===== src/rtl/blimp_pkg.sv =====
`default_nettype none
// ------------------------------
// Shared types and RV32 encodings for blimp
// Only the addi/add/mul/lw/sw subset is encoded here
// ------------------------------

package blimp_pkg;

  // ------------------------------
  // Basic widths
  // ------------------------------

  // Data or instruction word
  typedef logic [31:0] word_t;
  // Byte address, low two bits ignored by memory
  typedef logic [31:0] addr_t;
  // Architectural register number
  typedef logic [4:0]  reg_idx_t;

  // ------------------------------
  // Opcode field, inst[6:0]
  // ------------------------------

  localparam logic [6:0] OPC_OP_IMM = 7'b0010011;
  // Shared by base ALU ops and the M extension
  localparam logic [6:0] OPC_OP     = 7'b0110011;
  localparam logic [6:0] OPC_LOAD   = 7'b0000011;
  localparam logic [6:0] OPC_STORE  = 7'b0100011;

  // funct3, inst[14:12]
  localparam logic [2:0] F3_ADD  = 3'b000;
  localparam logic [2:0] F3_MUL  = 3'b000;
  // Word-sized load/store
  localparam logic [2:0] F3_WORD = 3'b010;

  // funct7, inst[31:25], tells add from mul
  localparam logic [6:0] F7_BASE   = 7'b0000000;
  localparam logic [6:0] F7_MULDIV = 7'b0000001;

  // ------------------------------
  // Retired instruction record
  // ------------------------------

  // waddr and wdata are zero whenever wen is low
  typedef struct packed {
    addr_t    pc;
    reg_idx_t waddr;
    word_t    wdata;
    logic     wen;
  } trace_t;

endpackage

`default_nettype wire


===== src/rtl/mem_if.sv =====
`default_nettype none
// ------------------------------
// Word memory request/response bus
// No resp_ready, requesters always take responses
// ------------------------------

interface mem_if import blimp_pkg::*; ();

  // Request channel, valid/ready
  logic  req_valid;
  logic  req_ready;
  addr_t req_addr;
  logic  req_we;
  word_t req_wdata;

  // Response channel, data meaningless for stores
  logic  resp_valid;
  word_t resp_data;

  modport requester (
    output req_valid, req_addr, req_we, req_wdata,
    input  req_ready, resp_valid, resp_data
  );

  modport server (
    input  req_valid, req_addr, req_we, req_wdata,
    output req_ready, resp_valid, resp_data
  );

endinterface

`default_nettype wire


===== src/rtl/fetch_unit.sv =====
`default_nettype none
// ------------------------------
// Fetch unit, one buffered instruction
// Fetches and hands over only while run is high
// ------------------------------

module fetch_unit import blimp_pkg::*; (
  input  logic     clk,
  input  logic     rst_n,
  input  logic     run,
  mem_if.requester mem,
  output logic     inst_valid,
  input  logic     inst_ready,
  output word_t    inst_word,
  output addr_t    inst_pc
);

  typedef enum logic [1:0] {f_idle, f_wait, f_full} fetch_state_t;

  fetch_state_t state;
  // pc of the word being fetched or buffered
  addr_t        pc;
  word_t        buf_word;

  // Request only with an empty buffer
  assign mem.req_valid = run && (state == f_idle);
  assign mem.req_addr  = pc;
  // Fetch never writes
  assign mem.req_we    = 1'b0;
  assign mem.req_wdata = '0;

  // Held back while stopped so nothing new retires
  assign inst_valid = run && (state == f_full);
  assign inst_word  = buf_word;
  assign inst_pc    = pc;

  always_ff @(posedge clk) begin
    if (!rst_n) begin
      state <= f_idle;
      pc    <= '0;
    end else begin
      case (state)
        f_idle: begin
          if (mem.req_valid && mem.req_ready) begin
            state <= f_wait;
          end
        end
        f_wait: begin
          // Response may still land after run drops
          if (mem.resp_valid) begin
            state <= f_full;
          end
        end
        f_full: begin
          // Next pc only once the core has the word
          if (inst_valid && inst_ready) begin
            state <= f_idle;
            pc    <= pc + 32'd4;
          end
        end
        default: state <= f_idle;
      endcase
    end
  end

  // Instruction buffer
  always_ff @(posedge clk) begin
    if ((state == f_wait) && mem.resp_valid) begin
      buf_word <= mem.resp_data;
    end
  end

endmodule

`default_nettype wire


===== src/flat_wrapper.sv =====
// flat-port wrapper written by rule: the top's interface ports become plain ports
module fetch_unit_flat import blimp_pkg::*;
  (clk, rst_n, run, inst_valid, inst_ready, inst_word, inst_pc, mem_req_valid, mem_req_addr, mem_req_we, mem_req_wdata, mem_req_ready, mem_resp_valid, mem_resp_data);
  mem_if mem_i ();
  input  logic clk;
  input  logic rst_n;
  input  logic run;
  output logic inst_valid;
  input  logic inst_ready;
  output word_t inst_word;
  output addr_t inst_pc;
  output wire logic [$bits(mem_i.req_valid)-1:0] mem_req_valid;
  output wire logic [$bits(mem_i.req_addr)-1:0] mem_req_addr;
  output wire logic [$bits(mem_i.req_we)-1:0] mem_req_we;
  output wire logic [$bits(mem_i.req_wdata)-1:0] mem_req_wdata;
  input wire logic [$bits(mem_i.req_ready)-1:0] mem_req_ready;
  input wire logic [$bits(mem_i.resp_valid)-1:0] mem_resp_valid;
  input wire logic [$bits(mem_i.resp_data)-1:0] mem_resp_data;
  assign mem_req_valid = mem_i.req_valid;
  assign mem_req_addr = mem_i.req_addr;
  assign mem_req_we = mem_i.req_we;
  assign mem_req_wdata = mem_i.req_wdata;
  assign mem_i.req_ready = mem_req_ready;
  assign mem_i.resp_valid = mem_resp_valid;
  assign mem_i.resp_data = mem_resp_data;
  fetch_unit u_core (.clk(clk), .rst_n(rst_n), .run(run), .mem(mem_i), .inst_valid(inst_valid), .inst_ready(inst_ready), .inst_word(inst_word), .inst_pc(inst_pc));
endmodule

===== config.mk =====
export PLATFORM = sky130hd
export DESIGN_NAME = fetch_unit_flat
export DESIGN_NICKNAME = d
export VERILOG_FILES = /design/src/rtl/blimp_pkg.sv /design/src/rtl/mem_if.sv /design/src/rtl/fetch_unit.sv /design/src/flat_wrapper.sv
export SDC_FILE = /design/constraint.sdc
export NUM_CORES = 1
export LEC_CHECK = 0
export BUFFER_PORTS_ARGS = -buffer_cell sky130_fd_sc_hd__buf_4
export CORE_ASPECT_RATIO = 0.6
export CORE_MARGIN = 2
export CORE_UTILIZATION = 48
export CTS_CLUSTER_DIAMETER = 100
export DETAILED_ROUTE_END_ITERATION = 10
export PLACE_DENSITY = 0.88
export SLEW_MARGIN = 20
export SYNTH_ARGS = -nofsm -noshare
export SYNTH_HDL_FRONTEND = slang
export SYNTH_SLANG_ARGS = --single-unit

===== constraint.sdc =====
create_clock -name clk -period 5.3 [get_ports clk]
set_clock_uncertainty 0.2 [all_clocks]
set_input_delay 0.265 -clock clk [delete_from_list [all_inputs] [get_ports clk]]
set_output_delay 0.265 -clock clk [all_outputs]
set_load 0.005 [all_outputs]

* Word-level counts from Yosys, hierarchy flattened
Cells that the tools add are included.
Storage, ports and cells: output and inout port bits 131, logic and storage cells 21, ROM bits 0, flip-flop bits (word level) 66, latch bits 0, bits in writable memories 0, memories 0
Cells by class: eq/ne operators 5, mux-type cells 4, shifts and indexed selects 0, reductions and logical operators 8, bitwise gates (word level) 0, $lt $le $gt $ge 0, div/mod/pow operators 0, add/sub/neg operators 1, $mul 0
Operator list (number):
- adder 32 x 3 -> 32 bit, second input constant | 1
- 2-to-1 mux 2 bit | 3
- inequality test 2 bit, second input constant | 3
- case mux 2 bit (3 select lines) | 1
- logical AND 1 bit | 5
- AND reduction 3 bit | 1
- equality test 2 x 1 -> 1 bit, second input constant | 1
- equality test 2 bit, second input constant | 1
- logical NOT 2 bit | 1
- AND reduction 2 bit | 1

* Longest topological paths before layout
depth after elaboration 5, depth in mapped cells 7, depth with buffers taken out 5

* Least setup slack after synthesis
OpenSTA, ideal clock, no wires.
path kind register to register, start point reg u_core.state[0], end point reg u_core.buf_word[0] (netlist: u_core.inst_word[0]), enable pin, required time 4677 ps, stages on the path, launching flop included 3, arrival time 1834 ps, setup time 423 ps, path slack 2843 ps, buffers on the path 0, cell sequence dfxtp_1 -> nand2_1 -> nor2_1
Between the ends: word-level cells in the longest chain between the ends 2
Ends and longest elaborated chain:
- start: declaration | line fetch_unit.sv:20 | fetch_state_t state;
- start signal: assignment | line fetch_unit.sv:39 | state <= f_idle;
- start signal: assignment | line fetch_unit.sv:45 | state <= f_wait;
- start signal: assignment | line fetch_unit.sv:51 | state <= f_full;
- equality test 2 x 1 -> 1 bit | line fetch_unit.sv:68 | if ((state == f_wait) && mem.resp_valid) begin
- logical AND 1 bit | line fetch_unit.sv:68
- end signal: assignment | line fetch_unit.sv:69 | buf_word <= mem.resp_data;
- end: declaration | line fetch_unit.sv:23 | word_t buf_word;
Every way passes these cells. A chain may end at the register's enable or synchronous reset.

* Worst setup path after layout
start point reg u_core.pc[14] (netlist: u_core.inst_pc[14]), end point reg u_core.pc[26] (netlist: u_core.inst_pc[26])
Between the ends: word-level cells in the longest chain between the ends 1
Ends and longest elaborated chain:
- start: declaration | line fetch_unit.sv:22 | addr_t pc;
- start signal: assignment | line fetch_unit.sv:58 | pc <= pc + 32'd4;
- adder 32 x 3 -> 32 bit | line fetch_unit.sv:58
Every way passes these cells.

==> results.ini <==
[outcome]
status=complete, no violations

[cells_and_area]
fin_cells=502
diodes=0
seqCellArea_um2=1600
nFillCells=446
drive_gt1_frac=0.376
final_common_cell=buf_4
nets=452
fin_util=0.689
mostFrequentLayoutCells=buf_4 (132), conb_1 (37), dlygate4sd3_1 (32), dfxtp_1 (32), edfxtp_1 (32)
multi_input_area_um2=1010
area_delta_synth_final_pct=37.7
final_area_um2=4230

[place]
dp_hpwl_mm=4.97
place_area_um2=3740
io_buffers=131
gp_congestion=0.780
dp.cells=454

[worst_setup_path]
rr_endpoint=u_core.inst_pc[26]$_SDFFE_PN0P_
path_cells=and4_1, nand4_1, o311ai_1, o41ai_2
cp.required_ps=5290
cp_slowest_stage_delay_ps=860
crit_path_end_kind=flop
critPathLaunchType=flop
arrival_ps=2770
rr_worst_depth=4
slowest_stage=nand4_1
r2r_setup_slack_ps=2520
cp_max_fo=22
path_class=flop to flop
worstReg2RegStart=u_core.inst_pc[14]$_SDFFE_PN0P_

[die]
start_util=0.500
die_w_um=107
core_um2=6140
fp.dieArea_um2=7080
io_pins=169
placementRows=22
die_y_um=66.0

[cts]
cts.clk_slew.worst_paths_ps=70
cts_buffers=9
cts.htree.levels=3
cts_sinks=64
clockBufferDepth=2
cts_tree=built
clock_latency_ps=340
ctsResizeCount=0
cts-root-buf=clkbuf_8

[hold_path]
hold_path.class=input port to flop
worstHoldStart=mem_resp_valid
hold-path-endpoint=u_core.state[0]$_SDFFE_PN0P_
min_path_cells=3

[drt]
drt_pass1_iterations=6
dr_total_vias=2423
ant_nets=0
viasPerCell=4.83
drc=0
routed_wl_mm=7.42
initialDrtViolationCount=119
routedWlPerCell_um=14.8

[global_route]
grt_pass1_wl_mm=11.0
grt_overflow=0
grt_pass1_vias=2125
antenna_found_initial=0
grt_max_degree=34
grt_use_total=0.207

[timing]
period_share=0.524
hold_violations=0
tightest_slew_ps=1090
max_freq_ghz=0.360
max_slew_margin=0.270
setup_tns_ps=0
maxSlewViolCount=0
setup_viol_count_final=0
grt_setup_unrepaired=false
final.min_clock_period_ps=2780

[yosys]
syn_area_um2=3070
synth_cell_types=36
yosysTopAreaCell=edfxtp_1
synthCells=281
ys_seq_area_frac=0.521
yosysWarnings=0
yosysTopAreaCellShare=0.313
ys_ff_latch=64
ys_top_cells_by_area=edfxtp_1 (31%), dfxtp_1 (21%), buf_4 (16%)
syn_avg_cell_area_um2=10.9

[run]
cap_violations=0

[power]
totalPowerFinal_mw=0.964
ir_drop_mv=0.147
p_per_area_nw_per_um2=228
total_leakage_power_nw=1.78

## report_power, final
| group | switching [mW] | internal [mW] |
|---|---|---|
| Sequential | 0.00299 | 0.527 |
| Combinational | 0.0315 | 0.0430 |
| Clock | 0.191 | 0.168 |
## registers in the layout (all words and copies together), names as in the netlist
signal and count:
u_core.inst_word 32, u_core.inst_pc 30, u_core.state 2
## stage by stage
| step | worst slack, ps | hold slack (ps) |
|---|---|---|
| 2_1_floorplan | 2840 | 164 |
| 3_3_place_gp | 2730 | 243 |
| 3_5_place_dp | 2580 | 244 |
| 4_1_cts | 2560 | 4.98 |
| 5_1_grt | 2330 | 11.2 |
| 6_report | 2520 | 18.3 |
## worst max-delay path: cells and delay by family (launching register included)
kind            cells  cell delay, ps
simple gates        2            1140
compound gates      2             840
flops               1             450
## layer usage
layer,wire (µm),track usage,vias up
li1,-,-,1166
met1,2930,0.239,1137
met2,3830,0.367,109
met3,570,0.0778,11
met4,92,0.0536,0
met5,0,0,-
## how the worst max path moves through the flow
stage,startpoint,cells after the start,to
3_3_place_gp,u_core.inst_pc[14]$_SDFFE_PN0P_,4,u_core.inst_pc[22]$_SDFFE_PN0P_
4_1_cts,u_core.inst_pc[14]$_SDFFE_PN0P_,4,u_core.inst_pc[27]$_SDFFE_PN0P_
2_1_floorplan,u_core.state[0]$_SDFFE_PN0P_,2,u_core.inst_word[0]$_DFFE_PP_
6_report,u_core.inst_pc[14]$_SDFFE_PN0P_,4,u_core.inst_pc[26]$_SDFFE_PN0P_
3_5_place_dp,u_core.inst_pc[14]$_SDFFE_PN0P_,4,u_core.inst_pc[22]$_SDFFE_PN0P_
5_1_grt,u_core.inst_pc[14]$_SDFFE_PN0P_,4,u_core.inst_pc[27]$_SDFFE_PN0P_
## cells in the mapped netlist
cell,number
nand2b_1,9
or4_1,2
ha_1,1
clkbuf_1,7
nor2_1,11
xnor2_1,7
buf_6,2
xor2_1,2
o311ai_4,1
inv_1,8
dfxtp_1,32
o41ai_2,6
edfxtp_1,32
and4_1,3
o41ai_1,3
o311ai_1,8
nor4_1,4
and4b_1,1
nand3_1,7
conb_1,1
nor3_1,4
buf_4,67
nand4b_1,1
buf_1,1
or3_1,9
nand2_1,17
o21ai_1,4
mux2i_1,2
a21oi_1,12
or4_4,1
o21ai_0,5
nor3b_1,1
buf_2,2
mux2_2,1
nand4_1,6
and3b_1,1
## cell families after synthesis
kind of cell               count (synthesis)  share of synthesized area
adders and majority gates                  1                    0.00407
AOI/OAI and AO/OA                         39                      0.106
and+or+nand+nor                           77                      0.138
xor gates and xnor gates                   9                     0.0257
other                                      1                    0.00122
DFF                                       64                      0.521
buffers and inverters                     87                      0.194
muxes                                      3                     0.0102
## final cells by class
type / instances / area share
clock buffer: 9 / 0.0293
tap: 84 / 0.0248
multi-input combinational: 166 / 0.239
sequential: 64 / 0.379
inverter: 8 / 0.00710
clock inverter: 7 / 0.0109
timing repair buffer: 164 / 0.310
## repair_timing
item                      CTS  global route
hold buffers               32             0
hold endpoints to repair   32             0
setup buffers               0             0
No activity file was read; power rests on OpenSTA's default activity.
