--- src/rtl/blimp_pkg.sv ---
`default_nettype none
// ------------------------------
// Shared types and RV32 encodings for blimp
// Only the addi/add/mul/lw/sw subset is encoded here
// ------------------------------

package blimp_pkg;

  // ------------------------------
  // Basic widths
  // ------------------------------

  // Data or instruction word
  typedef logic [31:0] word_t;
  // Byte address, low two bits ignored by memory
  typedef logic [31:0] addr_t;
  // Architectural register number
  typedef logic [4:0]  reg_idx_t;

  // ------------------------------
  // Opcode field, inst[6:0]
  // ------------------------------

  localparam logic [6:0] OPC_OP_IMM = 7'b0010011;
  // Shared by base ALU ops and the M extension
  localparam logic [6:0] OPC_OP     = 7'b0110011;
  localparam logic [6:0] OPC_LOAD   = 7'b0000011;
  localparam logic [6:0] OPC_STORE  = 7'b0100011;

  // funct3, inst[14:12]
  localparam logic [2:0] F3_ADD  = 3'b000;
  localparam logic [2:0] F3_MUL  = 3'b000;
  // Word-sized load/store
  localparam logic [2:0] F3_WORD = 3'b010;

  // funct7, inst[31:25], tells add from mul
  localparam logic [6:0] F7_BASE   = 7'b0000000;
  localparam logic [6:0] F7_MULDIV = 7'b0000001;

  // ------------------------------
  // Retired instruction record
  // ------------------------------

  // waddr and wdata are zero whenever wen is low
  typedef struct packed {
    addr_t    pc;
    reg_idx_t waddr;
    word_t    wdata;
    logic     wen;
  } trace_t;

endpackage

`default_nettype wire

--- src/rtl/mem_if.sv ---
`default_nettype none
// ------------------------------
// Word memory request/response bus
// No resp_ready, requesters always take responses
// ------------------------------

interface mem_if import blimp_pkg::*; ();

  // Request channel, valid/ready
  logic  req_valid;
  logic  req_ready;
  addr_t req_addr;
  logic  req_we;
  word_t req_wdata;

  // Response channel, data meaningless for stores
  logic  resp_valid;
  word_t resp_data;

  modport requester (
    output req_valid, req_addr, req_we, req_wdata,
    input  req_ready, resp_valid, resp_data
  );

  modport server (
    input  req_valid, req_addr, req_we, req_wdata,
    output req_ready, resp_valid, resp_data
  );

endinterface

`default_nettype wire

--- src/rtl/load_store_unit.sv ---
`default_nettype none
// ------------------------------
// Load/store unit, one command at a time
// Word accesses only, low address bits dropped
// ------------------------------

module load_store_unit import blimp_pkg::*; (
  input  logic     clk,
  input  logic     rst_n,
  input  logic     ls_valid,
  output logic     ls_ready,
  input  logic     ls_we,
  input  addr_t    ls_addr,
  input  word_t    ls_wdata,
  output logic     ls_done,
  output word_t    ls_rdata,
  mem_if.requester mem
);

  typedef enum logic [1:0] {l_idle, l_req, l_wait} lsu_state_t;

  lsu_state_t state;
  // Captured command
  logic       cmd_we;
  addr_t      cmd_addr;
  word_t      cmd_wdata;

  // Busy from accept until the response
  assign ls_ready = (state == l_idle);

  assign mem.req_valid = (state == l_req);
  assign mem.req_addr  = {cmd_addr[31:2], 2'b00};
  assign mem.req_we    = cmd_we;
  assign mem.req_wdata = cmd_wdata;

  // One-cycle pulse, data only useful for loads
  assign ls_done  = (state == l_wait) && mem.resp_valid;
  assign ls_rdata = mem.resp_data;

  always_ff @(posedge clk) begin
    if (!rst_n) begin
      state <= l_idle;
    end else begin
      case (state)
        l_idle: begin
          if (ls_valid) begin
            state <= l_req;
          end
        end
        l_req: begin
          // Hold the request until the arbiter grants
          if (mem.req_ready) begin
            state <= l_wait;
          end
        end
        l_wait: begin
          if (mem.resp_valid) begin
            state <= l_idle;
          end
        end
        default: state <= l_idle;
      endcase
    end
  end

  always_ff @(posedge clk) begin
    if (ls_valid && ls_ready) begin
      cmd_we    <= ls_we;
      cmd_addr  <= ls_addr;
      cmd_wdata <= ls_wdata;
    end
  end

endmodule

`default_nettype wire

--- src/flat_wrapper.sv ---
// flat-port wrapper written by rule: the top's interface ports become plain ports
module load_store_unit_flat import blimp_pkg::*;
  (clk, rst_n, ls_valid, ls_ready, ls_we, ls_addr, ls_wdata, ls_done, ls_rdata, mem_req_valid, mem_req_addr, mem_req_we, mem_req_wdata, mem_req_ready, mem_resp_valid, mem_resp_data);
  mem_if mem_i ();
  input  logic clk;
  input  logic rst_n;
  input  logic ls_valid;
  output logic ls_ready;
  input  logic ls_we;
  input  addr_t ls_addr;
  input  word_t ls_wdata;
  output logic ls_done;
  output word_t ls_rdata;
  output wire logic [$bits(mem_i.req_valid)-1:0] mem_req_valid;
  output wire logic [$bits(mem_i.req_addr)-1:0] mem_req_addr;
  output wire logic [$bits(mem_i.req_we)-1:0] mem_req_we;
  output wire logic [$bits(mem_i.req_wdata)-1:0] mem_req_wdata;
  input wire logic [$bits(mem_i.req_ready)-1:0] mem_req_ready;
  input wire logic [$bits(mem_i.resp_valid)-1:0] mem_resp_valid;
  input wire logic [$bits(mem_i.resp_data)-1:0] mem_resp_data;
  assign mem_req_valid = mem_i.req_valid;
  assign mem_req_addr = mem_i.req_addr;
  assign mem_req_we = mem_i.req_we;
  assign mem_req_wdata = mem_i.req_wdata;
  assign mem_i.req_ready = mem_req_ready;
  assign mem_i.resp_valid = mem_resp_valid;
  assign mem_i.resp_data = mem_resp_data;
  load_store_unit u_core (.clk(clk), .rst_n(rst_n), .ls_valid(ls_valid), .ls_ready(ls_ready), .ls_we(ls_we), .ls_addr(ls_addr), .ls_wdata(ls_wdata), .ls_done(ls_done), .ls_rdata(ls_rdata), .mem(mem_i));
endmodule
--- config.mk ---
export PLATFORM = sky130hd
export DESIGN_NAME = load_store_unit_flat
export DESIGN_NICKNAME = d
export VERILOG_FILES = /design/src/rtl/blimp_pkg.sv /design/src/rtl/mem_if.sv /design/src/rtl/load_store_unit.sv /design/src/flat_wrapper.sv
export SDC_FILE = /design/constraint.sdc
export NUM_CORES = 1
export LEC_CHECK = 0
export BUFFER_PORTS_ARGS = -buffer_cell sky130_fd_sc_hd__buf_2
export CORE_AREA = 2 2 79 81
export DETAILED_ROUTE_END_ITERATION = 12
export DIE_AREA = 0 0 81 83
export PLACE_DENSITY = 0.93
export SLEW_MARGIN = 20
export SYNTH_ARGS = -nofsm -noshare
export SYNTH_HDL_FRONTEND = slang
export SYNTH_SLANG_ARGS = --single-unit
--- constraint.sdc ---
create_clock -name clk -period 6.4 [get_ports clk]
set_input_delay 1.92 -clock clk [delete_from_list [all_inputs] [get_ports clk]]
set_output_delay 1.92 -clock clk [all_outputs]
set_load 0.01 [all_outputs]
; ---- Yosys cells after proc, flatten, opt, wreduce, memory -nomap -nowiden
; Cells that the tools add are included.
[totals]
register_bits = 67
out_inout_bits = 100
wordCells = 17
[op_classes]
n_eq_ne = 5
muxes = 4
reduce_logical = 4
[op_table]
columns = operator, count
row1 = $mux W2, 3
row2 = $pmux W2 S3, 1
row3 = $ne A2 B2 Y1 const B, 2
row4 = $reduce_and A3 Y1, 1
row5 = $eq A2 B1 Y1 const B, 1
row6 = $eq A2 B2 Y1 const B, 1
row7 = $logic_and A1 B1 Y1, 2
row8 = $logic_not A2 Y1, 1
row9 = $ne A2 B1 Y1 const B, 1

; ---- Depth between registers and ports, before layout
[logic_depth]
ltp_word = 3
mapped_depth = 2
mapped_depth_nobuf = 2

; ---- Least setup slack after synthesis
; Ideal clock, no wire load.
[synth_timing]
kind = input -> output
from = in mem_resp_valid
to = out ls_done
t_arrival_ns = 2.115
required_ns = 4.480
path_slack_ns = 2.365
stages = 1
n_path_buf = 0
cell_sequence = and3b_2
[synth_via]
elab_chain_len = 1
[synth_lines]
columns = item, line
row1 = from (decl), flat_wrapper.sv:19  ; input wire logic [$bits(mem_i.resp_valid)-1:0] mem_resp_valid;
row2 = $logic_and A1 B1 Y1, load_store_unit.sv:37  ; assign ls_done = (state == l_wait) && mem.resp_valid;
row3 = to (decl), flat_wrapper.sv:12  ; output logic ls_done;
; Every way passes these cells.

; ---- Worst setup path in the final report
; Ends and elaborated chain as after synthesis.

==> reports/results.tsv <==
stage	metric	value	unit
sta	Final Max Tran Viols	0	
power	Final Power	0.919	mW
logic_synthesis	post-synthesis cell area	2270	µm²
detailed_routing	routed length per instance	15.6	µm
power	Comb pwr share	8.9	%
detailed_routing	via count	1305	
clock_tree	clk sinks	65	
logic_synthesis	synthesized instance count	110	
detailed_routing	metal2 WL	2440	µm
sta	final setup TNS	0	ns
sta	Fin Clk Skew	0.00853	ns
sta	Least-Margin Pin Slew	0.552	ns
critical_path	critical path arrival	2.33	ns
clock_tree	cts bufs inserted	9	
placement	placed cell area	2790	µm²
critical_path	Worst path slowest cell	and3b_2	
placement	DP HPWL	3560	µm
placement	Final GP Congestion	0.648	
sta	Tmin final	4.25	ns
critical_path	CP Launch Type	primary input	
global_route	vias in the first global route	1261	
critical_path	CP max FO	2	
cells_and_area	ANT cells	0	
power	Clk pwr share	35.5	%
cells_and_area	Syn-to-layout area delta	31.0	%
floorplan	die height	83	µm
power	VDD IR-drop max	134	µV
power	Pwr per Cell Area	309	nW/µm²
clock_tree	CTS H-tree depth	3	
power	leak pwr	1.28	nW
critical_path	critical path required time	4.48	ns
clock_tree	clock buffer depth	2	
detailed_routing	Routed met3 length	574	µm
sta	unrepaired setup endpoints after global routing	false	
sta	final setup vio count	0	
cells_and_area	Final Util	51.1	%
cells_and_area	share of cells above drive strength 1	67.4	%
critical_path	CP peak stage delay	0.18	ns
detailed_routing	number of DRC markers in iteration 0	59	
run_status	outcome	completed	
clock_tree	CTS clk-pin slew, worst paths	0.06	ns
sta	slew margin rel.	63.2	%
logic_synthesis	yosys warns	0	
global_route	antenna violations before repair	0	
placement	DP Cell Count	286	
cells_and_area	Post-Layout Inst Area	2970	µm²
placement	Place WS	2.15	ns
floorplan	io pins	202	
clock_tree	CTS tree	yes	
floorplan	Cell Rows	28	
critical_path	worst path cell trace	buf_2, and3b_2, buf_2	
clock_tree	# Post-CTS Setup Buffers	0	
critical_path	Worst path most repeated cell	buf_2	
cells_and_area	Layout Cells excl Fill	302	
clock_tree	post-cts resize count	0	
detailed_routing	Metal-1 WL	1630	µm
sta	fmax	235	MHz
critical_path	CP bufs+invs	2	
power	Reg power frac	55.5	%
sta	fin crit share	66.4	%
global_route	global-route wire length before repair	6420	µm
critical_path	WS Path Type	primary input to primary output	
floorplan	die area	6720	µm²
critical_path	critical path capture point type	primary output	
global_route	grt ovf	0	
sta	Fin. Hold Viols	0	
floorplan	Core Box Area	5820	µm²
detailed_routing	DRC Markers	0	
logic_synthesis	Unique masters post-synth	13	
detailed_routing	drt total wl	4710	µm
detailed_routing	highest routed layer	met4	
placement	# port buffers	133	
cells_and_area	Final Net Count	324	
floorplan	starting density of the core	39.0	%
min_path	Min-Delay Path Class	flip-flop to flip-flop	
floorplan	Die W	81	µm
clock_tree	CTS root buf	clkbuf_8	
global_route	largest net degree at the start of global routing	41	
logic_synthesis	sequential fraction of the synthesis area	85.1	%
power	Net Sw Frac	21.9	%
cells_and_area	# fillers	494	
power	switching power summed over all nets	0.201	mW
critical_path	Crit path max-delay family	buffers and inverters	
detailed_routing	Final ANT Viol Nets	0	
detailed_routing	Via-to-Cell Ratio	4.32	
clock_tree	CTS Hold Bufs	0	
sta	fin worst setup slack	2.15	ns
power	Int Power	0.718	mW
logic_synthesis	syn_area_per_cell	20.6	µm²
detailed_routing	drt first pass iters	4	
logic_synthesis	Seq cells post-synth	65	
sta	WHS	0.543	ns
flow_run	max-cap violation count	0	
clock_tree	clock latency on the worst-skew pair	0.33	ns
global_route	GRT Util Overall	13.4	%
cells by family (layout without fill, tap and decap cells):
family / Yosys count / after routing / synth area share (%)
other: 1 / 2 / 0.165
AND/OR/NAND/NOR: 9 / 9 / 3.25
AO/OA/AOI/OAI: 1 / 1 / 0.220
buffers and inverters: 34 / 150 / 11.2
flip-flops: 65 / 65 / 85.1
tightest hold or removal path, delay by kind of cell, from the launching register on:
kind	cells	cell delay, ns
AND/OR/NAND/NOR	1	0.08
AO/OA/AOI/OAI	1	0.07
flip-flops	1	0.35
registers in the layout (all words and copies together), names as in the netlist:
register and cells:
u_core.cmd_addr 30, u_core.state 2, u_core.mem.req_we 1, u_core.mem.req_wdata 32
layout by cell type (no fill, tap or decap):
cell | Yosys | routed
nor2_1 | 2 | 2
edfxtp_1 | 63 | 63
and2_2 | 0 | 1
nand2_1 | 1 | 1
conb_1 | 1 | 2
and2b_2 | 1 | 1
bufinv_16 | 0 | 1
nand4bb_1 | 1 | 1
clkinv_2 | 0 | 2
nand2b_4 | 1 | 1
clkinv_4 | 0 | 1
buf_4 | 34 | 1
nor3b_2 | 1 | 1
clkbuf_1 | 0 | 2
clkbuf_8 | 0 | 9
dfxtp_1 | 2 | 2
clkinvlp_4 | 0 | 1
buf_2 | 0 | 133
o21ai_1 | 1 | 1
and3b_2 | 1 | 1
layer usage:
layer	vias to the layer above	GRT usage (%)
li1	589	-
met5	-	0
met4	0	8.32
met3	8	5.43
met1	616	13.2
met2	92	22.9
final timing paths:
| kind | from | end | slack [ns] | depth (start not counted) |
|---|---|---|---|---|
| worst min-delay path | u_core.state[0]$_SDFFE_PN0P_ | u_core.state[1]$_SDFFE_PN0P_ | 0.54 | 2 |
| worst min register to register | u_core.state[0]$_SDFFE_PN0P_ | u_core.state[1]$_SDFFE_PN0P_ | 0.54 | 2 |
| worst max-delay path | mem_resp_valid | ls_done | 2.15 | 3 |
| worst max register to register | u_core.state[1]$_SDFFE_PN0P_ | u_core.mem.req_wdata[17]$_DFFE_PP_ | 4.47 | 3 |
layout make-up:
| cell class | count | area [µm²] | share of cell area [%] |
|---|---|---|---|
| flip-flops and latches | 65 | 1930 | 65.0 |
| multi-input cells | 12 | 87.6 | 2.94 |
| clock buffers | 11 | 131 | 4.42 |
| repair buffers | 134 | 673 | 22.6 |
| clock inverters | 5 | 56.3 | 1.89 |
| well taps | 75 | 93.8 | 3.16 |
synthesized netlist by cell type:
library cell / n / area share, %
nand2_1: 1 / 0.17
nor2_1: 2 / 0.33
o21ai_1: 1 / 0.22
buf_4: 34 / 11
edfxtp_1: 63 / 83
dfxtp_1: 2 / 1.8
conb_1: 1 / 0.17
nand2b_4: 1 / 0.61
and3b_2: 1 / 0.44
nor3b_2: 1 / 0.55
nand4bb_1: 1 / 0.50
and2_1: 1 / 0.28
and2b_2: 1 / 0.39
power by group through the flow:
stage	clock network, mW	logic (mW)	registers, mW
final	0.327	0.0822	0.510
after global placement	0	0.0801	0.518
after detailed placement	0	0.0837	0.520
after global routing	0.354	0.0894	0.513
after CTS	0.337	0.0838	0.511
after floorplan	0	0.0366	0.537
No activity file was read; power rests on OpenSTA's default activity.
