`src/rtl/blimp_pkg.sv`:
```
`default_nettype none
// ------------------------------
// Shared types and RV32 encodings for blimp
// Only the addi/add/mul/lw/sw subset is encoded here
// ------------------------------

package blimp_pkg;

  // ------------------------------
  // Basic widths
  // ------------------------------

  // Data or instruction word
  typedef logic [31:0] word_t;
  // Byte address, low two bits ignored by memory
  typedef logic [31:0] addr_t;
  // Architectural register number
  typedef logic [4:0]  reg_idx_t;

  // ------------------------------
  // Opcode field, inst[6:0]
  // ------------------------------

  localparam logic [6:0] OPC_OP_IMM = 7'b0010011;
  // Shared by base ALU ops and the M extension
  localparam logic [6:0] OPC_OP     = 7'b0110011;
  localparam logic [6:0] OPC_LOAD   = 7'b0000011;
  localparam logic [6:0] OPC_STORE  = 7'b0100011;

  // funct3, inst[14:12]
  localparam logic [2:0] F3_ADD  = 3'b000;
  localparam logic [2:0] F3_MUL  = 3'b000;
  // Word-sized load/store
  localparam logic [2:0] F3_WORD = 3'b010;

  // funct7, inst[31:25], tells add from mul
  localparam logic [6:0] F7_BASE   = 7'b0000000;
  localparam logic [6:0] F7_MULDIV = 7'b0000001;

  // ------------------------------
  // Retired instruction record
  // ------------------------------

  // waddr and wdata are zero whenever wen is low
  typedef struct packed {
    addr_t    pc;
    reg_idx_t waddr;
    word_t    wdata;
    logic     wen;
  } trace_t;

endpackage

`default_nettype wire

```
`src/rtl/mem_if.sv`:
```
`default_nettype none
// ------------------------------
// Word memory request/response bus
// No resp_ready, requesters always take responses
// ------------------------------

interface mem_if import blimp_pkg::*; ();

  // Request channel, valid/ready
  logic  req_valid;
  logic  req_ready;
  addr_t req_addr;
  logic  req_we;
  word_t req_wdata;

  // Response channel, data meaningless for stores
  logic  resp_valid;
  word_t resp_data;

  modport requester (
    output req_valid, req_addr, req_we, req_wdata,
    input  req_ready, resp_valid, resp_data
  );

  modport server (
    input  req_valid, req_addr, req_we, req_wdata,
    output req_ready, resp_valid, resp_data
  );

endinterface

`default_nettype wire

```
`src/rtl/mem_arbiter.sv`:
```
`default_nettype none
// ------------------------------
// Fixed-priority arbiter, data before fetch
// One transaction in flight, MEM_WORDS a power of two
// ------------------------------

module mem_arbiter import blimp_pkg::*; #(
  parameter int MEM_WORDS = 256
) (
  input  logic     clk,
  input  logic     rst_n,
  mem_if.server    inst_side,
  mem_if.server    data_side,
  mem_if.requester mem_side
);

  // Byte-address mask, word index wraps at MEM_WORDS
  localparam addr_t ADDR_MASK = addr_t'(MEM_WORDS * 4 - 1);

  logic outstanding;
  // High when the pending response belongs to data
  logic owner_data;
  logic pick_data;
  logic issue;

  // ------------------------------
  // Request path
  // ------------------------------

  // Data wins any tie
  assign pick_data = data_side.req_valid;

  assign mem_side.req_valid = !outstanding && (data_side.req_valid || inst_side.req_valid);
  assign mem_side.req_addr  = (pick_data ? data_side.req_addr : inst_side.req_addr) & ADDR_MASK;
  assign mem_side.req_we    = pick_data ? data_side.req_we : inst_side.req_we;
  assign mem_side.req_wdata = pick_data ? data_side.req_wdata : inst_side.req_wdata;

  // Both peers stalled while a transaction is open
  assign data_side.req_ready = !outstanding && mem_side.req_ready;
  assign inst_side.req_ready = !outstanding && mem_side.req_ready && !data_side.req_valid;

  assign issue = mem_side.req_valid && mem_side.req_ready;

  // ------------------------------
  // Response path
  // ------------------------------

  // Steered by owner, data bus shared
  assign data_side.resp_valid = mem_side.resp_valid && outstanding && owner_data;
  assign inst_side.resp_valid = mem_side.resp_valid && outstanding && !owner_data;
  assign data_side.resp_data  = mem_side.resp_data;
  assign inst_side.resp_data  = mem_side.resp_data;

  always_ff @(posedge clk) begin
    if (!rst_n) begin
      outstanding <= 1'b0;
      owner_data  <= 1'b0;
    end else begin
      if (issue) begin
        outstanding <= 1'b1;
        owner_data  <= pick_data;
      end else if (mem_side.resp_valid) begin
        // Closes the transaction, new grant next cycle
        outstanding <= 1'b0;
      end
    end
  end

endmodule

`default_nettype wire

```
`src/flat_wrapper.sv`:
```
// flat-port wrapper written by rule: the top's interface ports become plain ports
module mem_arbiter_flat import blimp_pkg::*;
#(
  parameter int MEM_WORDS = 256
)
  (clk, rst_n, inst_side_req_valid, inst_side_req_addr, inst_side_req_we, inst_side_req_wdata, inst_side_req_ready, inst_side_resp_valid, inst_side_resp_data, data_side_req_valid, data_side_req_addr, data_side_req_we, data_side_req_wdata, data_side_req_ready, data_side_resp_valid, data_side_resp_data, mem_side_req_valid, mem_side_req_addr, mem_side_req_we, mem_side_req_wdata, mem_side_req_ready, mem_side_resp_valid, mem_side_resp_data);
  mem_if inst_side_i ();
  mem_if data_side_i ();
  mem_if mem_side_i ();
  input  logic clk;
  input  logic rst_n;
  input wire logic [$bits(inst_side_i.req_valid)-1:0] inst_side_req_valid;
  input wire logic [$bits(inst_side_i.req_addr)-1:0] inst_side_req_addr;
  input wire logic [$bits(inst_side_i.req_we)-1:0] inst_side_req_we;
  input wire logic [$bits(inst_side_i.req_wdata)-1:0] inst_side_req_wdata;
  output wire logic [$bits(inst_side_i.req_ready)-1:0] inst_side_req_ready;
  output wire logic [$bits(inst_side_i.resp_valid)-1:0] inst_side_resp_valid;
  output wire logic [$bits(inst_side_i.resp_data)-1:0] inst_side_resp_data;
  input wire logic [$bits(data_side_i.req_valid)-1:0] data_side_req_valid;
  input wire logic [$bits(data_side_i.req_addr)-1:0] data_side_req_addr;
  input wire logic [$bits(data_side_i.req_we)-1:0] data_side_req_we;
  input wire logic [$bits(data_side_i.req_wdata)-1:0] data_side_req_wdata;
  output wire logic [$bits(data_side_i.req_ready)-1:0] data_side_req_ready;
  output wire logic [$bits(data_side_i.resp_valid)-1:0] data_side_resp_valid;
  output wire logic [$bits(data_side_i.resp_data)-1:0] data_side_resp_data;
  output wire logic [$bits(mem_side_i.req_valid)-1:0] mem_side_req_valid;
  output wire logic [$bits(mem_side_i.req_addr)-1:0] mem_side_req_addr;
  output wire logic [$bits(mem_side_i.req_we)-1:0] mem_side_req_we;
  output wire logic [$bits(mem_side_i.req_wdata)-1:0] mem_side_req_wdata;
  input wire logic [$bits(mem_side_i.req_ready)-1:0] mem_side_req_ready;
  input wire logic [$bits(mem_side_i.resp_valid)-1:0] mem_side_resp_valid;
  input wire logic [$bits(mem_side_i.resp_data)-1:0] mem_side_resp_data;
  assign inst_side_i.req_valid = inst_side_req_valid;
  assign inst_side_i.req_addr = inst_side_req_addr;
  assign inst_side_i.req_we = inst_side_req_we;
  assign inst_side_i.req_wdata = inst_side_req_wdata;
  assign inst_side_req_ready = inst_side_i.req_ready;
  assign inst_side_resp_valid = inst_side_i.resp_valid;
  assign inst_side_resp_data = inst_side_i.resp_data;
  assign data_side_i.req_valid = data_side_req_valid;
  assign data_side_i.req_addr = data_side_req_addr;
  assign data_side_i.req_we = data_side_req_we;
  assign data_side_i.req_wdata = data_side_req_wdata;
  assign data_side_req_ready = data_side_i.req_ready;
  assign data_side_resp_valid = data_side_i.resp_valid;
  assign data_side_resp_data = data_side_i.resp_data;
  assign mem_side_req_valid = mem_side_i.req_valid;
  assign mem_side_req_addr = mem_side_i.req_addr;
  assign mem_side_req_we = mem_side_i.req_we;
  assign mem_side_req_wdata = mem_side_i.req_wdata;
  assign mem_side_i.req_ready = mem_side_req_ready;
  assign mem_side_i.resp_valid = mem_side_resp_valid;
  assign mem_side_i.resp_data = mem_side_resp_data;
  mem_arbiter #(.MEM_WORDS(MEM_WORDS)) u_core (.clk(clk), .rst_n(rst_n), .inst_side(inst_side_i), .data_side(data_side_i), .mem_side(mem_side_i));
endmodule
```
`config.mk`:
```
export PLATFORM = sky130hd
export DESIGN_NAME = mem_arbiter_flat
export DESIGN_NICKNAME = d
export VERILOG_FILES = /design/src/rtl/blimp_pkg.sv /design/src/rtl/mem_if.sv /design/src/rtl/mem_arbiter.sv /design/src/flat_wrapper.sv
export SDC_FILE = /design/constraint.sdc
export NUM_CORES = 1
export LEC_CHECK = 0
export ABC_CLOCK_PERIOD_IN_PS = 2000
export BUFFER_PORTS_ARGS = -buffer_cell sky130_fd_sc_hd__buf_2
export CORE_AREA = 2 2 116 118
export CTS_CLUSTER_DIAMETER = 60
export DETAILED_ROUTE_END_ITERATION = 7
export DIE_AREA = 0 0 118 120
export SLEW_MARGIN = 5
export SYNTH_ARGS = -nofsm -noshare
export SYNTH_HDL_FRONTEND = slang
export SYNTH_SLANG_ARGS = --single-unit
```
`constraint.sdc`:
```
create_clock -name clk -period 2 [get_ports clk]
set_input_delay 0.3 -clock clk [delete_from_list [all_inputs] [get_ports clk]]
set_output_delay 0.3 -clock clk [all_outputs]
set_load 0.03 [all_outputs]
```
; ---- Word-level counts from Yosys, hierarchy flattened
; Index checks and enable logic that the tools add are counted.
[totals]
regBits = 2
input_bits = 168
wordCells = 19
[op_classes]
mux = 5
reduce_logical = 12
[ops]
columns = cell, n
row1 = $mux W32, 1
row2 = $mux W10, 1
row3 = $logic_and A1 B1 Y1, 7
row4 = $logic_not A1 Y1, 3
row5 = $mux W1, 3
row6 = $reduce_bool A2 Y1, 1
row7 = $logic_or A1 B1 Y1, 1

; ---- Longest topological paths before layout
[depth]
word_depth = 4
mapped_depth = 4

; ---- Worst setup path before layout
; OpenSTA, ideal clock, no wires.
[synth_path]
path_kind = input to output
start = input port data_side_req_valid
end = output port inst_side_req_ready
arrival_ps = 1005
required_time_ps = 1700
slack_ps = 695
path_stages = 3
n_path_buf = 2
cell_sequence = buf_6 > buf_12 > nor2_1
[synth_between]
elab_chain_len = 2
[synth_lines]
columns = item, line
row1 = "start, declared", flat_wrapper.sv:19  ; input wire logic [$bits(data_side_i.req_valid)-1:0] data_side_req_valid;
row2 = $logic_not A1 Y1, mem_arbiter.sv:40  ; assign inst_side.req_ready = !outstanding && mem_side.req_ready && !data_side.req_valid;
row3 = $logic_and A1 B1 Y1, mem_arbiter.sv:40
row4 = "end, declared", flat_wrapper.sv:16  ; output wire logic [$bits(inst_side_i.req_ready)-1:0] inst_side_req_ready;
; Every way passes these cells.

; ---- Worst setup path in the final report
[layout_path]
start = input port data_side_req_valid
end = output port mem_side_req_wdata[6]
[layout_between]
elab_chain_len = 1
[layout_lines]
columns = item, line
row1 = $mux W32, mem_arbiter.sv:36  ; assign mem_side.req_wdata = pick_data ? data_side.req_wdata : inst_side.req_wdata;
row2 = "end, declared", flat_wrapper.sv:29  ; output wire logic [$bits(mem_side_i.req_wdata)-1:0] mem_side_req_wdata;
; Every way passes these cells.

==> out/results.ini <==
[timing]
slew_viol_final = 0
final-setup-viol-count = 0
fin_crit_sh_pct = 81.9
finalCriticalPeriod_ns = 1.64
max_freq_ghz = 0.610
clock-skew-final_ns = 0.00139
grt_setup_unrepaired = false
hold_violations = 0
setup_tns_ns = 0
postLayoutSetupSlackWorst_ns = 0.362

[logic_synthesis]
syn-mean-instance-area_um2 = 9.83
ys_types = 16
synth_top_area_cell = buf_4
netlist_area_um2 = 1480
synth_top_area_share_pct = 43.5
syn_inst = 151
synthTopCellsByArea = buf_4 (44%), mux2_4 (38%), buf_12 (5.4%)
synth-seq-cells = 2
seq_area_frac_synth_pct = 2.70
ys_warn_count = 0

[placement]
placed_area_um2 = 1790
dpl.hpwl_um = 3960
io_buffer_count = 139
dp_slack_ns = 0.344
gp_congestion = 0.745

[critical_path]
cp_max_fo = 21
path_cells = buf_2 -> buf_12 -> mux2_4 -> buf_2
critPathKind = in2out
critPathSlowestCell = mux2_4
critPathRequiredTime_ns = 1.70
cp.arrival_ns = 1.34
crit_family = buffers and inverters
path_buf_inv = 3
start_kind = input port
worst_path_most_repeated_cell = buf_2
r2r_start = u_core.outstanding
r2r_end = u_core.owner_data
ff2ff_path_depth = 4
worst_setup_path_end_kind = output pin
reg2reg_slack_ns = 1.04
max_stage_delay_ns = 0.32

[grt]
antenna_found_initial = 0
grt_pass1_wl_um = 6000
grt.overflow.total = 0
grt_usage_pct = 5.60
grt_max_degree = 22
grt_pass1_vias = 1138

[route]
wirelength_um = 4230
ant_nets = 0
dr.pass1.iters = 4
route.detailed.drc = 0
wire_per_inst_um = 10.5
via_per_inst = 2.89
drtIter0Drc = 22
vias = 1160

[worst_hold_path]
min_path_cells = 2
min_path_type = in2reg
hp-start = rst_n
hold_end = u_core.outstanding

[clocking]
cts_root_buf = clkbuf_16
cts_setup_buffers = 0
clock_path_buffers = 2
clk_pin_slew_ns = 0.03
cts_tree = done
clk_latency_ns = 0.22
cts_buffers = 3
cts_htree_levels = 1
cts-hold-fix-buffers = 0
clock_sinks = 2
post_cts_resized = 0

[power_and_ir_drop]
p_leak_uw = 0.00107
p_sw_share_pct = 40.8
power_uw = 880
pwr_density_cell_nw_per_um2 = 472
internal_power_uw = 521
p_switching_uw = 359
pwr-share-comb_pct = 61.2
pwr-share-clk_pct = 33.6
power_frac_seq_pct = 5.2
vdd_drop_max_uv = 213

[floorplanning]
dieArea_um2 = 14200
pin_count = 302
rows = 42
start_util_pct = 11.4
die_w_um = 118
core-area_um2 = 13000
die_height_um = 120

[final_layout]
layout.area.seq_um2 = 40.0
fill_cells = 1502
multi_input_area_um2 = 778
num_antenna_cells = 0
stdcell_area_um2 = 1860
area_growth_pct = 25.6
drive_gt1_share_pct = 84.1
fin_nets = 396
fin_util_pct = 14.4

[run]
maxCapViolCount = 0

[status]
status = finished, final reports clean

-- power groups by stage --
| stage | sequential (uW) | combinational [uW] | clock [uW] |
|---|---|---|---|
| after global placement | 46.4 | 542 | 0 |
| after CTS | 46.1 | 546 | 302 |
| after detailed placement | 46.4 | 545 | 0 |
| final | 46.1 | 538 | 296 |
| after floorplan | 45.8 | 651 | 0 |
| after global routing | 46.7 | 570 | 309 |
-- registers in the layout, indices dropped and copies added, names as in the netlist --
register / count
u_core.outstanding: 1
u_core.owner_data: 1
-- cells in the mapped netlist --
master / instances
nand2_1: 2
buf_12: 4
o22ai_1: 1
mux2_2: 5
inv_1: 2
dfxtp_1: 2
mux2_4: 38
nor2_1: 4
buf_4: 86
nand2b_4: 1
buf_6: 1
conb_1: 1
and2_1: 1
and3_1: 1
a21oi_1: 1
a31o_2: 1
-- logic make-up after synthesis --
family          share of synthesized area [%]
other cells                             0.253
simple gates                             3.29
buf+inv                                  50.2
mux                                      42.2
flops                                    2.70
compound gates                           1.35
-- cell type report --
class / count / share of cell area [%]
timing repair buffer: 142 / 39.9
sequential: 2 / 2.15
clock buffer: 3 / 4.03
inverter: 2 / 0.403
multi-input combinational: 77 / 41.7
tap: 176 / 11.8
-- worst max path at each step --
stage | start | to | slack, ns | depth (start not counted)
floorplan | data_side_req_valid | inst_side_req_ready | 0.70 | 3
finish | data_side_req_valid | mem_side_req_wdata[6] | 0.36 | 4
detailed placement | data_side_req_valid | mem_side_req_wdata[6] | 0.34 | 4
global placement | data_side_req_valid | mem_side_req_wdata[5] | 0.34 | 4
CTS | data_side_req_valid | mem_side_req_wdata[6] | 0.34 | 4
global route | data_side_req_valid | mem_side_req_wdata[6] | 0.30 | 4
-- worst register-to-register path: cells and delay by family, from the launching register on --
kind,cells,cell delay [ns]
AOI/OAI and AO/OA,2,0.27
DFF,1,0.33
and+or+nand+nor,1,0.16
buffers and inverters,1,0.08
-- layout by cell type, fill, tap and decap left out --
cell type  count
a21oi_1        1
conb_1        22
a31o_2         1
nor2_1         4
o22ai_1        1
buf_12         2
buf_4          1
dfxtp_1        2
buf_2        139
nand2_1        2
mux2_4        38
clkbuf_16      3
mux2_2         5
nand2b_4       1
and3_1         1
inv_1          2
and2_1         1
-- stage by stage --
step,hold slack [ns],std cells
global route,0.360,402
finish,0.340,402
detailed placement,0.559,399
CTS,0.348,402
floorplan,0.422,172
global placement,0.547,399
-- layer usage --
layer / share of wire (%) / global-route usage (%) / vias to the layer above
met5: 0 / 0 / -
met4: 2.3 / 2.64 / 0
met3: 13 / 2.42 / 21
met2: 50 / 10.2 / 110
met1: 35 / 5.48 / 491
li1: - / - / 538
Power figures use the tool's default switching activity.
