<file path="src/rtl/blimp_pkg.sv">
`default_nettype none
// ------------------------------
// Shared types and RV32 encodings for blimp
// Only the addi/add/mul/lw/sw subset is encoded here
// ------------------------------

package blimp_pkg;

  // ------------------------------
  // Basic widths
  // ------------------------------

  // Data or instruction word
  typedef logic [31:0] word_t;
  // Byte address, low two bits ignored by memory
  typedef logic [31:0] addr_t;
  // Architectural register number
  typedef logic [4:0]  reg_idx_t;

  // ------------------------------
  // Opcode field, inst[6:0]
  // ------------------------------

  localparam logic [6:0] OPC_OP_IMM = 7'b0010011;
  // Shared by base ALU ops and the M extension
  localparam logic [6:0] OPC_OP     = 7'b0110011;
  localparam logic [6:0] OPC_LOAD   = 7'b0000011;
  localparam logic [6:0] OPC_STORE  = 7'b0100011;

  // funct3, inst[14:12]
  localparam logic [2:0] F3_ADD  = 3'b000;
  localparam logic [2:0] F3_MUL  = 3'b000;
  // Word-sized load/store
  localparam logic [2:0] F3_WORD = 3'b010;

  // funct7, inst[31:25], tells add from mul
  localparam logic [6:0] F7_BASE   = 7'b0000000;
  localparam logic [6:0] F7_MULDIV = 7'b0000001;

  // ------------------------------
  // Retired instruction record
  // ------------------------------

  // waddr and wdata are zero whenever wen is low
  typedef struct packed {
    addr_t    pc;
    reg_idx_t waddr;
    word_t    wdata;
    logic     wen;
  } trace_t;

endpackage

`default_nettype wire

</file>
<file path="src/rtl/blimp_core.sv">
`default_nettype none
// ------------------------------
// Multi-cycle core, one instruction in flight
// addi/add/mul/lw/sw only, anything else retires as a no-op
// ------------------------------

module blimp_core import blimp_pkg::*; (
  input  logic   clk,
  input  logic   rst_n,
  input  logic   inst_valid,
  output logic   inst_ready,
  input  word_t  inst_word,
  input  addr_t  inst_pc,
  output logic   ls_valid,
  input  logic   ls_ready,
  output logic   ls_we,
  output addr_t  ls_addr,
  output word_t  ls_wdata,
  input  logic   ls_done,
  input  word_t  ls_rdata,
  output logic   trace_valid,
  output trace_t trace
);

  typedef enum logic [1:0] {c_ready, c_mem, c_retire} core_state_t;

  core_state_t state;
  word_t       regs [32];

  // Decode fields
  logic [6:0] opcode;
  logic [6:0] funct7;
  logic [2:0] funct3;
  reg_idx_t   rd;
  reg_idx_t   rs1;
  reg_idx_t   rs2;
  word_t      imm_i;
  word_t      imm_s;
  word_t      rs1_val;
  word_t      rs2_val;
  logic       is_addi;
  logic       is_add;
  logic       is_mul;
  logic       is_lw;
  logic       is_sw;
  word_t      alu_result;
  logic       accept;

  // Instruction held until retire
  addr_t    cur_pc;
  reg_idx_t cur_rd;
  logic     cur_wen;
  logic     cur_load;
  word_t    cur_result;
  logic     ls_pending;
  logic     retire;
  word_t    retire_data;

  // ------------------------------
  // Decode
  // ------------------------------

  assign opcode = inst_word[6:0];
  assign rd     = inst_word[11:7];
  assign funct3 = inst_word[14:12];
  assign rs1    = inst_word[19:15];
  assign rs2    = inst_word[24:20];
  assign funct7 = inst_word[31:25];

  // I and S immediates, sign-extended
  assign imm_i = {{20{inst_word[31]}}, inst_word[31:20]};
  assign imm_s = {{20{inst_word[31]}}, inst_word[31:25], inst_word[11:7]};

  assign is_addi = (opcode == OPC_OP_IMM) && (funct3 == F3_ADD);
  assign is_add  = (opcode == OPC_OP) && (funct3 == F3_ADD) && (funct7 == F7_BASE);
  assign is_mul  = (opcode == OPC_OP) && (funct3 == F3_MUL) && (funct7 == F7_MULDIV);
  assign is_lw   = (opcode == OPC_LOAD) && (funct3 == F3_WORD);
  assign is_sw   = (opcode == OPC_STORE) && (funct3 == F3_WORD);

  // x0 hardwired to zero
  assign rs1_val = (rs1 == '0) ? '0 : regs[rs1];
  assign rs2_val = (rs2 == '0) ? '0 : regs[rs2];

  // Low 32 bits only for mul
  always_comb begin
    alu_result = '0;
    if (is_addi) begin
      alu_result = rs1_val + imm_i;
    end else if (is_add) begin
      alu_result = rs1_val + rs2_val;
    end else if (is_mul) begin
      alu_result = rs1_val * rs2_val;
    end
  end

  assign inst_ready = (state == c_ready);
  assign accept     = inst_valid && inst_ready;
  assign ls_valid   = ls_pending;

  // ------------------------------
  // Control
  // ------------------------------

  always_ff @(posedge clk) begin
    if (!rst_n) begin
      state      <= c_ready;
      ls_pending <= 1'b0;
    end else begin
      case (state)
        c_ready: begin
          if (accept && (is_lw || is_sw)) begin
            state      <= c_mem;
            ls_pending <= 1'b1;
          end else if (accept) begin
            state <= c_retire;
          end
        end
        c_mem: begin
          if (ls_valid && ls_ready) begin
            ls_pending <= 1'b0;
          end
          // Memory op retires with ls_done
          if (ls_done) begin
            state <= c_ready;
          end
        end
        default: state <= c_ready;
      endcase
    end
  end

  // Capture at accept, regfile write at retire
  always_ff @(posedge clk) begin
    if (accept) begin
      cur_pc     <= inst_pc;
      cur_rd     <= rd;
      cur_load   <= is_lw;
      cur_wen    <= (is_addi || is_add || is_mul || is_lw) && (rd != '0);
      cur_result <= alu_result;
      ls_we      <= is_sw;
      ls_addr    <= rs1_val + (is_sw ? imm_s : imm_i);
      ls_wdata   <= rs2_val;
    end
    if (retire && cur_wen) begin
      regs[cur_rd] <= retire_data;
    end
  end

  // ------------------------------
  // Retire and trace
  // ------------------------------

  assign retire      = (state == c_retire) || ((state == c_mem) && ls_done);
  assign retire_data = cur_load ? ls_rdata : cur_result;

  assign trace_valid = retire;
  assign trace.pc    = cur_pc;
  assign trace.wen   = cur_wen;
  assign trace.waddr = cur_wen ? cur_rd : '0;
  assign trace.wdata = cur_wen ? retire_data : '0;

endmodule

`default_nettype wire

</file>
<file path="config.mk">
export PLATFORM = sky130hd
export DESIGN_NAME = blimp_core
export DESIGN_NICKNAME = d
export VERILOG_FILES = /design/src/rtl/blimp_pkg.sv /design/src/rtl/blimp_core.sv
export SDC_FILE = /design/constraint.sdc
export NUM_CORES = 2
export LEC_CHECK = 0
export ABC_AREA = 1
export BUFFER_PORTS_ARGS = -buffer_cell sky130_fd_sc_hd__buf_2
export CAP_MARGIN = 25
export CELL_PAD_IN_SITES_DETAIL_PLACEMENT = 0
export CELL_PAD_IN_SITES_GLOBAL_PLACEMENT = 1
export CORE_ASPECT_RATIO = 1.75
export CORE_MARGIN = 3
export CORE_UTILIZATION = 50
export CTS_CLUSTER_DIAMETER = 40
export DETAILED_ROUTE_END_ITERATION = 7
export PLACE_DENSITY = 0.9
export RECOVER_POWER = 100
export SETUP_SLACK_MARGIN = 0.15
export SLEW_MARGIN = 10
export SYNTH_ARGS = -nofsm -noshare
export SYNTH_HDL_FRONTEND = slang
export SYNTH_SLANG_ARGS = --single-unit
export TNS_END_PERCENT = 10
</file>
<file path="constraint.sdc">
create_clock -name clk -period 15.7 [get_ports clk]
set_input_delay 0.785 -clock clk [delete_from_list [all_inputs] [get_ports clk]]
set_output_delay 0.785 -clock clk [all_outputs]
set_load 0.01 [all_outputs]
</file>
# Word-level counts from Yosys, hierarchy flattened
# Memory sizes are Yosys's and may differ from the RTL's.
# Index checks and enable logic that the tools add are counted.
[totals]
register_bits = 139
ramBits = 1024
in_bits = 101
out_inout_bits = 138
word_cells = 71
memories = 1
[classes]
add_sub_neg = 3
n_mul = 1
n_eq_ne = 12
n_mux = 18
n_reduce_logical = 26
[mem_list]
columns = ["memory", "words", "word_bits", "rd", "rd_ports_with_merged_regs", "write_ports", "line_no", "text"]
rows = [
  ["regs", 32, 32, 2, 0, 1, "blimp_core.sv:28", "word_t regs [32];"],
]
[ops]
columns = ["op", "n"]
rows = [
  ["2-to-1 mux 32 bit", 7],
  ["adder 32 bit", 3],
  ["multiplier 32 x 32 -> 32 bit", 1],
  ["== test 7 x 6 -> 1 bit (second input constant)", 2],
  ["logical AND 1 bit", 12],
  ["logical NOT 5 bit", 2],
  ["2-to-1 mux 5 bit", 2],
  ["== test 7 x 1 -> 1 bit (second input constant)", 1],
  ["== test 7 x 2 -> 1 bit (second input constant)", 1],
  ["== test 7 x 5 -> 1 bit (second input constant)", 1],
  ["logical NOT 7 bit", 1],
  ["2-to-1 mux 2 bit", 3],
  ["logical OR 1 bit", 5],
  ["nonzero test 5 bit", 1],
  ["2-to-1 mux 1 bit", 4],
  ["!= test 2 bit (second input constant)", 2],
  ["one-hot mux 2 bit (2 select lines)", 1],
  ["== test 3 x 2 -> 1 bit (second input constant)", 1],
  ["logical NOT 3 bit", 1],
  ["!= test 3 x 1 -> 1 bit (second input constant)", 1],
  ["AND reduction 3 bit", 1],
  ["== test 2 x 1 -> 1 bit (second input constant)", 1],
  ["== test 2 bit (second input constant)", 1],
  ["logical NOT 2 bit", 1],
  ["other kinds (4)", 4],
]

# Depth between registers and ports, before layout
[depth]
word_depth = 7
depth_mapped = 50
ltp_nobuf = 44

# Least setup slack after synthesis
# Ideal clock, no wire load.
[synth_timing]
path_kind = "input to register"
start = "input inst_word[20]"
end = "register cur_result[27], data pin"
setup_time_ps = 259
t_arrival_ps = 8190
t_required_ps = 15441
setup_slack_ps = 7251
cell_stages = 48
n_path_buf = 6
path_cell_list = "buf_6 > inv_4 > buf_8 > buf_6 > buf_4 > nand2_1 > nand3_1 > nand3_1 > nand3_1 > nor2_1 > nor2_2 > buf_4 > inv_1 > clkbuf_1 > nor2_1 > fa_1 > inv_1 > fa_1 > [12 not listed] > nand2_1 > nor2_1 > nand2_1 > nand3_1 > a21oi_1 > o21bai_1 > nand2_1 > nand2_1 > a21oi_1 > o21ai_0 > a21oi_1 > inv_1 > nand2_1 > nand2_1 > a21oi_1 > or2_2 > nand3_1 > nand3_1"
[synth_between]
elab_chain_len = 6
elab_cells_between_ends = 9
cone_classes = "add/sub (2); mul (1); mux (4); reduce/logical (1); memory (1)"
[synth_lines]
columns = ["element", "line_no", "text"]
rows = [
  ["start: declaration", "blimp_core.sv:12", "input word_t inst_word,"],
  ["memory (32 x 32 bit) / logical NOT 5 bit (equally long branches)", "n/a", ""],
  ["2-to-1 mux 32 bit (*)", "blimp_core.sv:82", "assign rs2_val = (rs2 == '0) ? '0 : regs[rs2];"],
  ["net rs2_val[2]", "blimp_core.sv:40", "word_t rs2_val;"],
  ["multiplier 32 x 32 -> 32 bit", "blimp_core.sv:92", "alu_result = rs1_val * rs2_val;"],
  ["2-to-1 mux 32 bit", "blimp_core.sv:91", "end else if (is_mul) begin"],
  ["2-to-1 mux 32 bit (*)", "blimp_core.sv:89", "end else if (is_add) begin"],
  ["2-to-1 mux 32 bit (*)", "blimp_core.sv:87", "if (is_addi) begin"],
  ["net alu_result[27]", "blimp_core.sv:46", "word_t alu_result;"],
  ["end signal: assignment", "blimp_core.sv:139", "cur_result <= alu_result;"],
  ["end: declaration", "blimp_core.sv:54", "word_t cur_result;"],
]
# Mark *: on every way through the listed nets, which the timed path passes. The rest lies on a longest branch.
# A chain may end at the register's enable or synchronous reset.

# Final worst setup path
[layout_timing]
start = "input inst_word[20]"
end = "register cur_result[30], data pin"
# Same word-level chain as after synthesis.

==> results.yml <==
run_status:
  status: "complete, but fails checks"
  violations: "max-capacitance violations, max-slew violations"
yosys:
  yosys-top-cells-area: "edfxtp_1 45%, nand2_1 13%, fa_1 11%"
  yosys.area.top_type: "edfxtp_1"
  synth_common_cells: "2638 x nand2_1, 1160 x edfxtp_1, 1070 x nand3_1"
  synth_area_per_cell_um2: 8.535
  yosys_register_bits: 1163
  syn_inst: 9067
  synth_edf_count: 1160
  synth_warnings: 0
  syn-num-nets: 9769
  yosysMostFrequentCell: "nand2_1"
  synth_top_area_share_pct: 45.01
  syn-cell-area_um2: 77380
  yosysSeqAreaShare_pct: 45.09
  synthFlopType: "edfxtp_1"
  synthArstFlopShare_pct: 0
  yosysUniqueCellTypes: 57
critical_path:
  path_depth: 26
  cpPeakStageDelay_ns: 1.85
  cp.arrival_ns: 14.12
  critPathSlowestCell: "clkbuf_1"
  worstSetupPathType: "input pin to flop"
  path_max_fanout: 137
  crit_top_cell: "fa_1"
  end_kind: "flop"
  startpoint_type: "input pin"
  worst-r2r-cell-count: 35
  worstPathRequired_ns: 16.16
  cp_top_family: "buffers and inverters"
  path_buf_inv: 8
global_route:
  grt_pass1_vias: 68040
  grt_pass1_wl_um: 446700
  grt_start_max_net_pins: 212
  met1_usage_pct: 42.58
  grt-ovfl-total: 0
  antenna_found_initial: 9
  grt-busiest-layer: "met2"
  grt_util_met2_pct: 61.73
  grt_usage_pct: 38.58
  grtUsageMet3_pct: 7.925
detailed_routing:
  finalWirelength_um: 312300
  detail-route-antenna-nets: 0
  vias: 69250
  drt-initial-drc-count: 9532
  routed_via_density: 6.183
  route.detailed.drc: 0
  drtPass1Iterations: 8
  wire_per_inst_um: 27.88
finish:
  drive_gt1_share_pct: 5.230
  area_delta_synth_final_pct: 8.091
  nNetsFinal: 9779
floorplan:
  start_util_pct: 50.39
  dieArea_um2: 159700
  placeableCoreArea_um2: 153600
  fp.dieH_um: 526.4
  row_count: 190
  pin_count: 239
  die_x_um: 303.4
clock_network:
  htreeDepth: 3
  cts_tree: "yes"
  cts_resized: 0
  cts_setup_buffers: 0
  insertion_delay_ns: 0.76
  clockBufferDepth: 3
  cts_hold_buf: 0
  clock_sinks: 1163
  numCtsBuffers: 115
  clkTransAtPathRegs_ns: 0.06
  clock-root-buffer: "clkbuf_16"
sta:
  post-route-min-period_ns: 13.66
  rsz0062_at_grt: "no"
  maxSlewHeadroom_pct: -211.7
  tns_ns: 0
  finalHoldViolCount: 0
  max_freq_mhz: 73.23
  tightest_slew_ns: 4.675
  drv_slew: 2377
  fin_skew_ns: 0.05730
  fin_crit_sh_pct: 86.98
  setup_viol_count_final: 0
min_path:
  min_path_type: "input pin to flop"
  holdPathStages: 1
placed_design:
  port_buffers: 238
  dp_hpwl_um: 196900
  gp_congestion: 1.012
run:
  cap_violations: 82
-- final cells by class --
cell class	count	area, um2
fill	14030	69930
multi-input combinational	6548	36820
sequential	1163	34890
inverter	841	3199
clock buffer	138	3005
tap	2016	2522
timing repair buffer	408	2197
clock inverter	79	993.5
antenna	7	17.52
-- stage by stage --
step	instance area [um2]	hold slack, ns	instances	setup WS [ns]	util [%]
2_1_floorplan	77380	0.4858	9067	7.251	-
3_3_place_gp	80100	0.4520	10960	3.477	52.15
3_5_place_dp	80200	0.4573	10960	3.888	52.23
4_1_cts	84200	0.1809	11180	4.672	54.83
5_1_grt	83630	0.2268	11200	2.143	54.46
6_report	83650	0.2434	11200	2.044	54.47
-- kinds of logic (layout without fill, tap and decap cells) --
kind of cell             after synthesis  in the layout  synth area share [%]
multiplexers                           2              2               0.02910
flip-flops                          1163           1163                 45.09
AO/OA/AOI/OAI                        972            972                 6.805
XOR/XNOR                              64             64                0.7244
other                                  0              7                     0
AND/OR/NAND/NOR                     4909           4909                 26.19
buffers and inverters               1356           1466                 7.451
adder cells (fa/ha/maj)              601            601                 13.70
-- layer usage --
layer / wire length (um) / share of wire [%]
met1: 98900 / 32
met4: 37160 / 12
met3: 32460 / 10
met2: 143700 / 46
met5: 20 / 0.0064
-- state kept, by name, summed over array words and instances (netlist names) --
name        flops
regs         1024
cur_pc         32
cur_result     32
ls_addr        32
ls_wdata       32
cur_rd          5
state           2
cur_load        1
cur_wen         1
ls_valid        1
ls_we           1
-- path summary, 6_finish.rpt --
path | from | endpoint | slack [ns]
setup reg to reg | regs[30][7]$_DFFE_PP_ | cur_result[26]$_DFFE_PP_ | 4.89
hold / removal | inst_word[11] | cur_rd[4]$_DFFE_PP_ | 0.24
setup / recovery | inst_word[20] | cur_result[30]$_DFFE_PP_ | 2.04
hold reg to reg | ls_valid$_SDFFE_PN0P_ | ls_valid$_SDFFE_PN0P_ | 0.47
-- layout by cell type (no fill, tap or decap), drive strengths merged, types with 2 or more instances in the layout --
cell	n
a21boi	3
mux2	2
o31ai	5
nand3b	15
o211ai	82
clkinv	52
a311oi	2
nand3	1079
nor4	7
nor3	22
clkbuf	358
a211oi	8
bufinv	16
edfxtp	1160
fa	411
diode	7
o21a	10
buf	188
o2111ai	2
xor2	46
or2	23
clkinvlp	5
o41ai	2
nand2	2642
o21ai	458
xnor2	18
ha	190
a21oi	347
dfxtp	3
nand4	22
nor2	1098
o22ai	14
o21bai	3
a221o	2
a31oi	27
inv	847
Power is not shown: default switching activity piles up to over one toggle a cycle in this logic, so the estimate is an artifact.
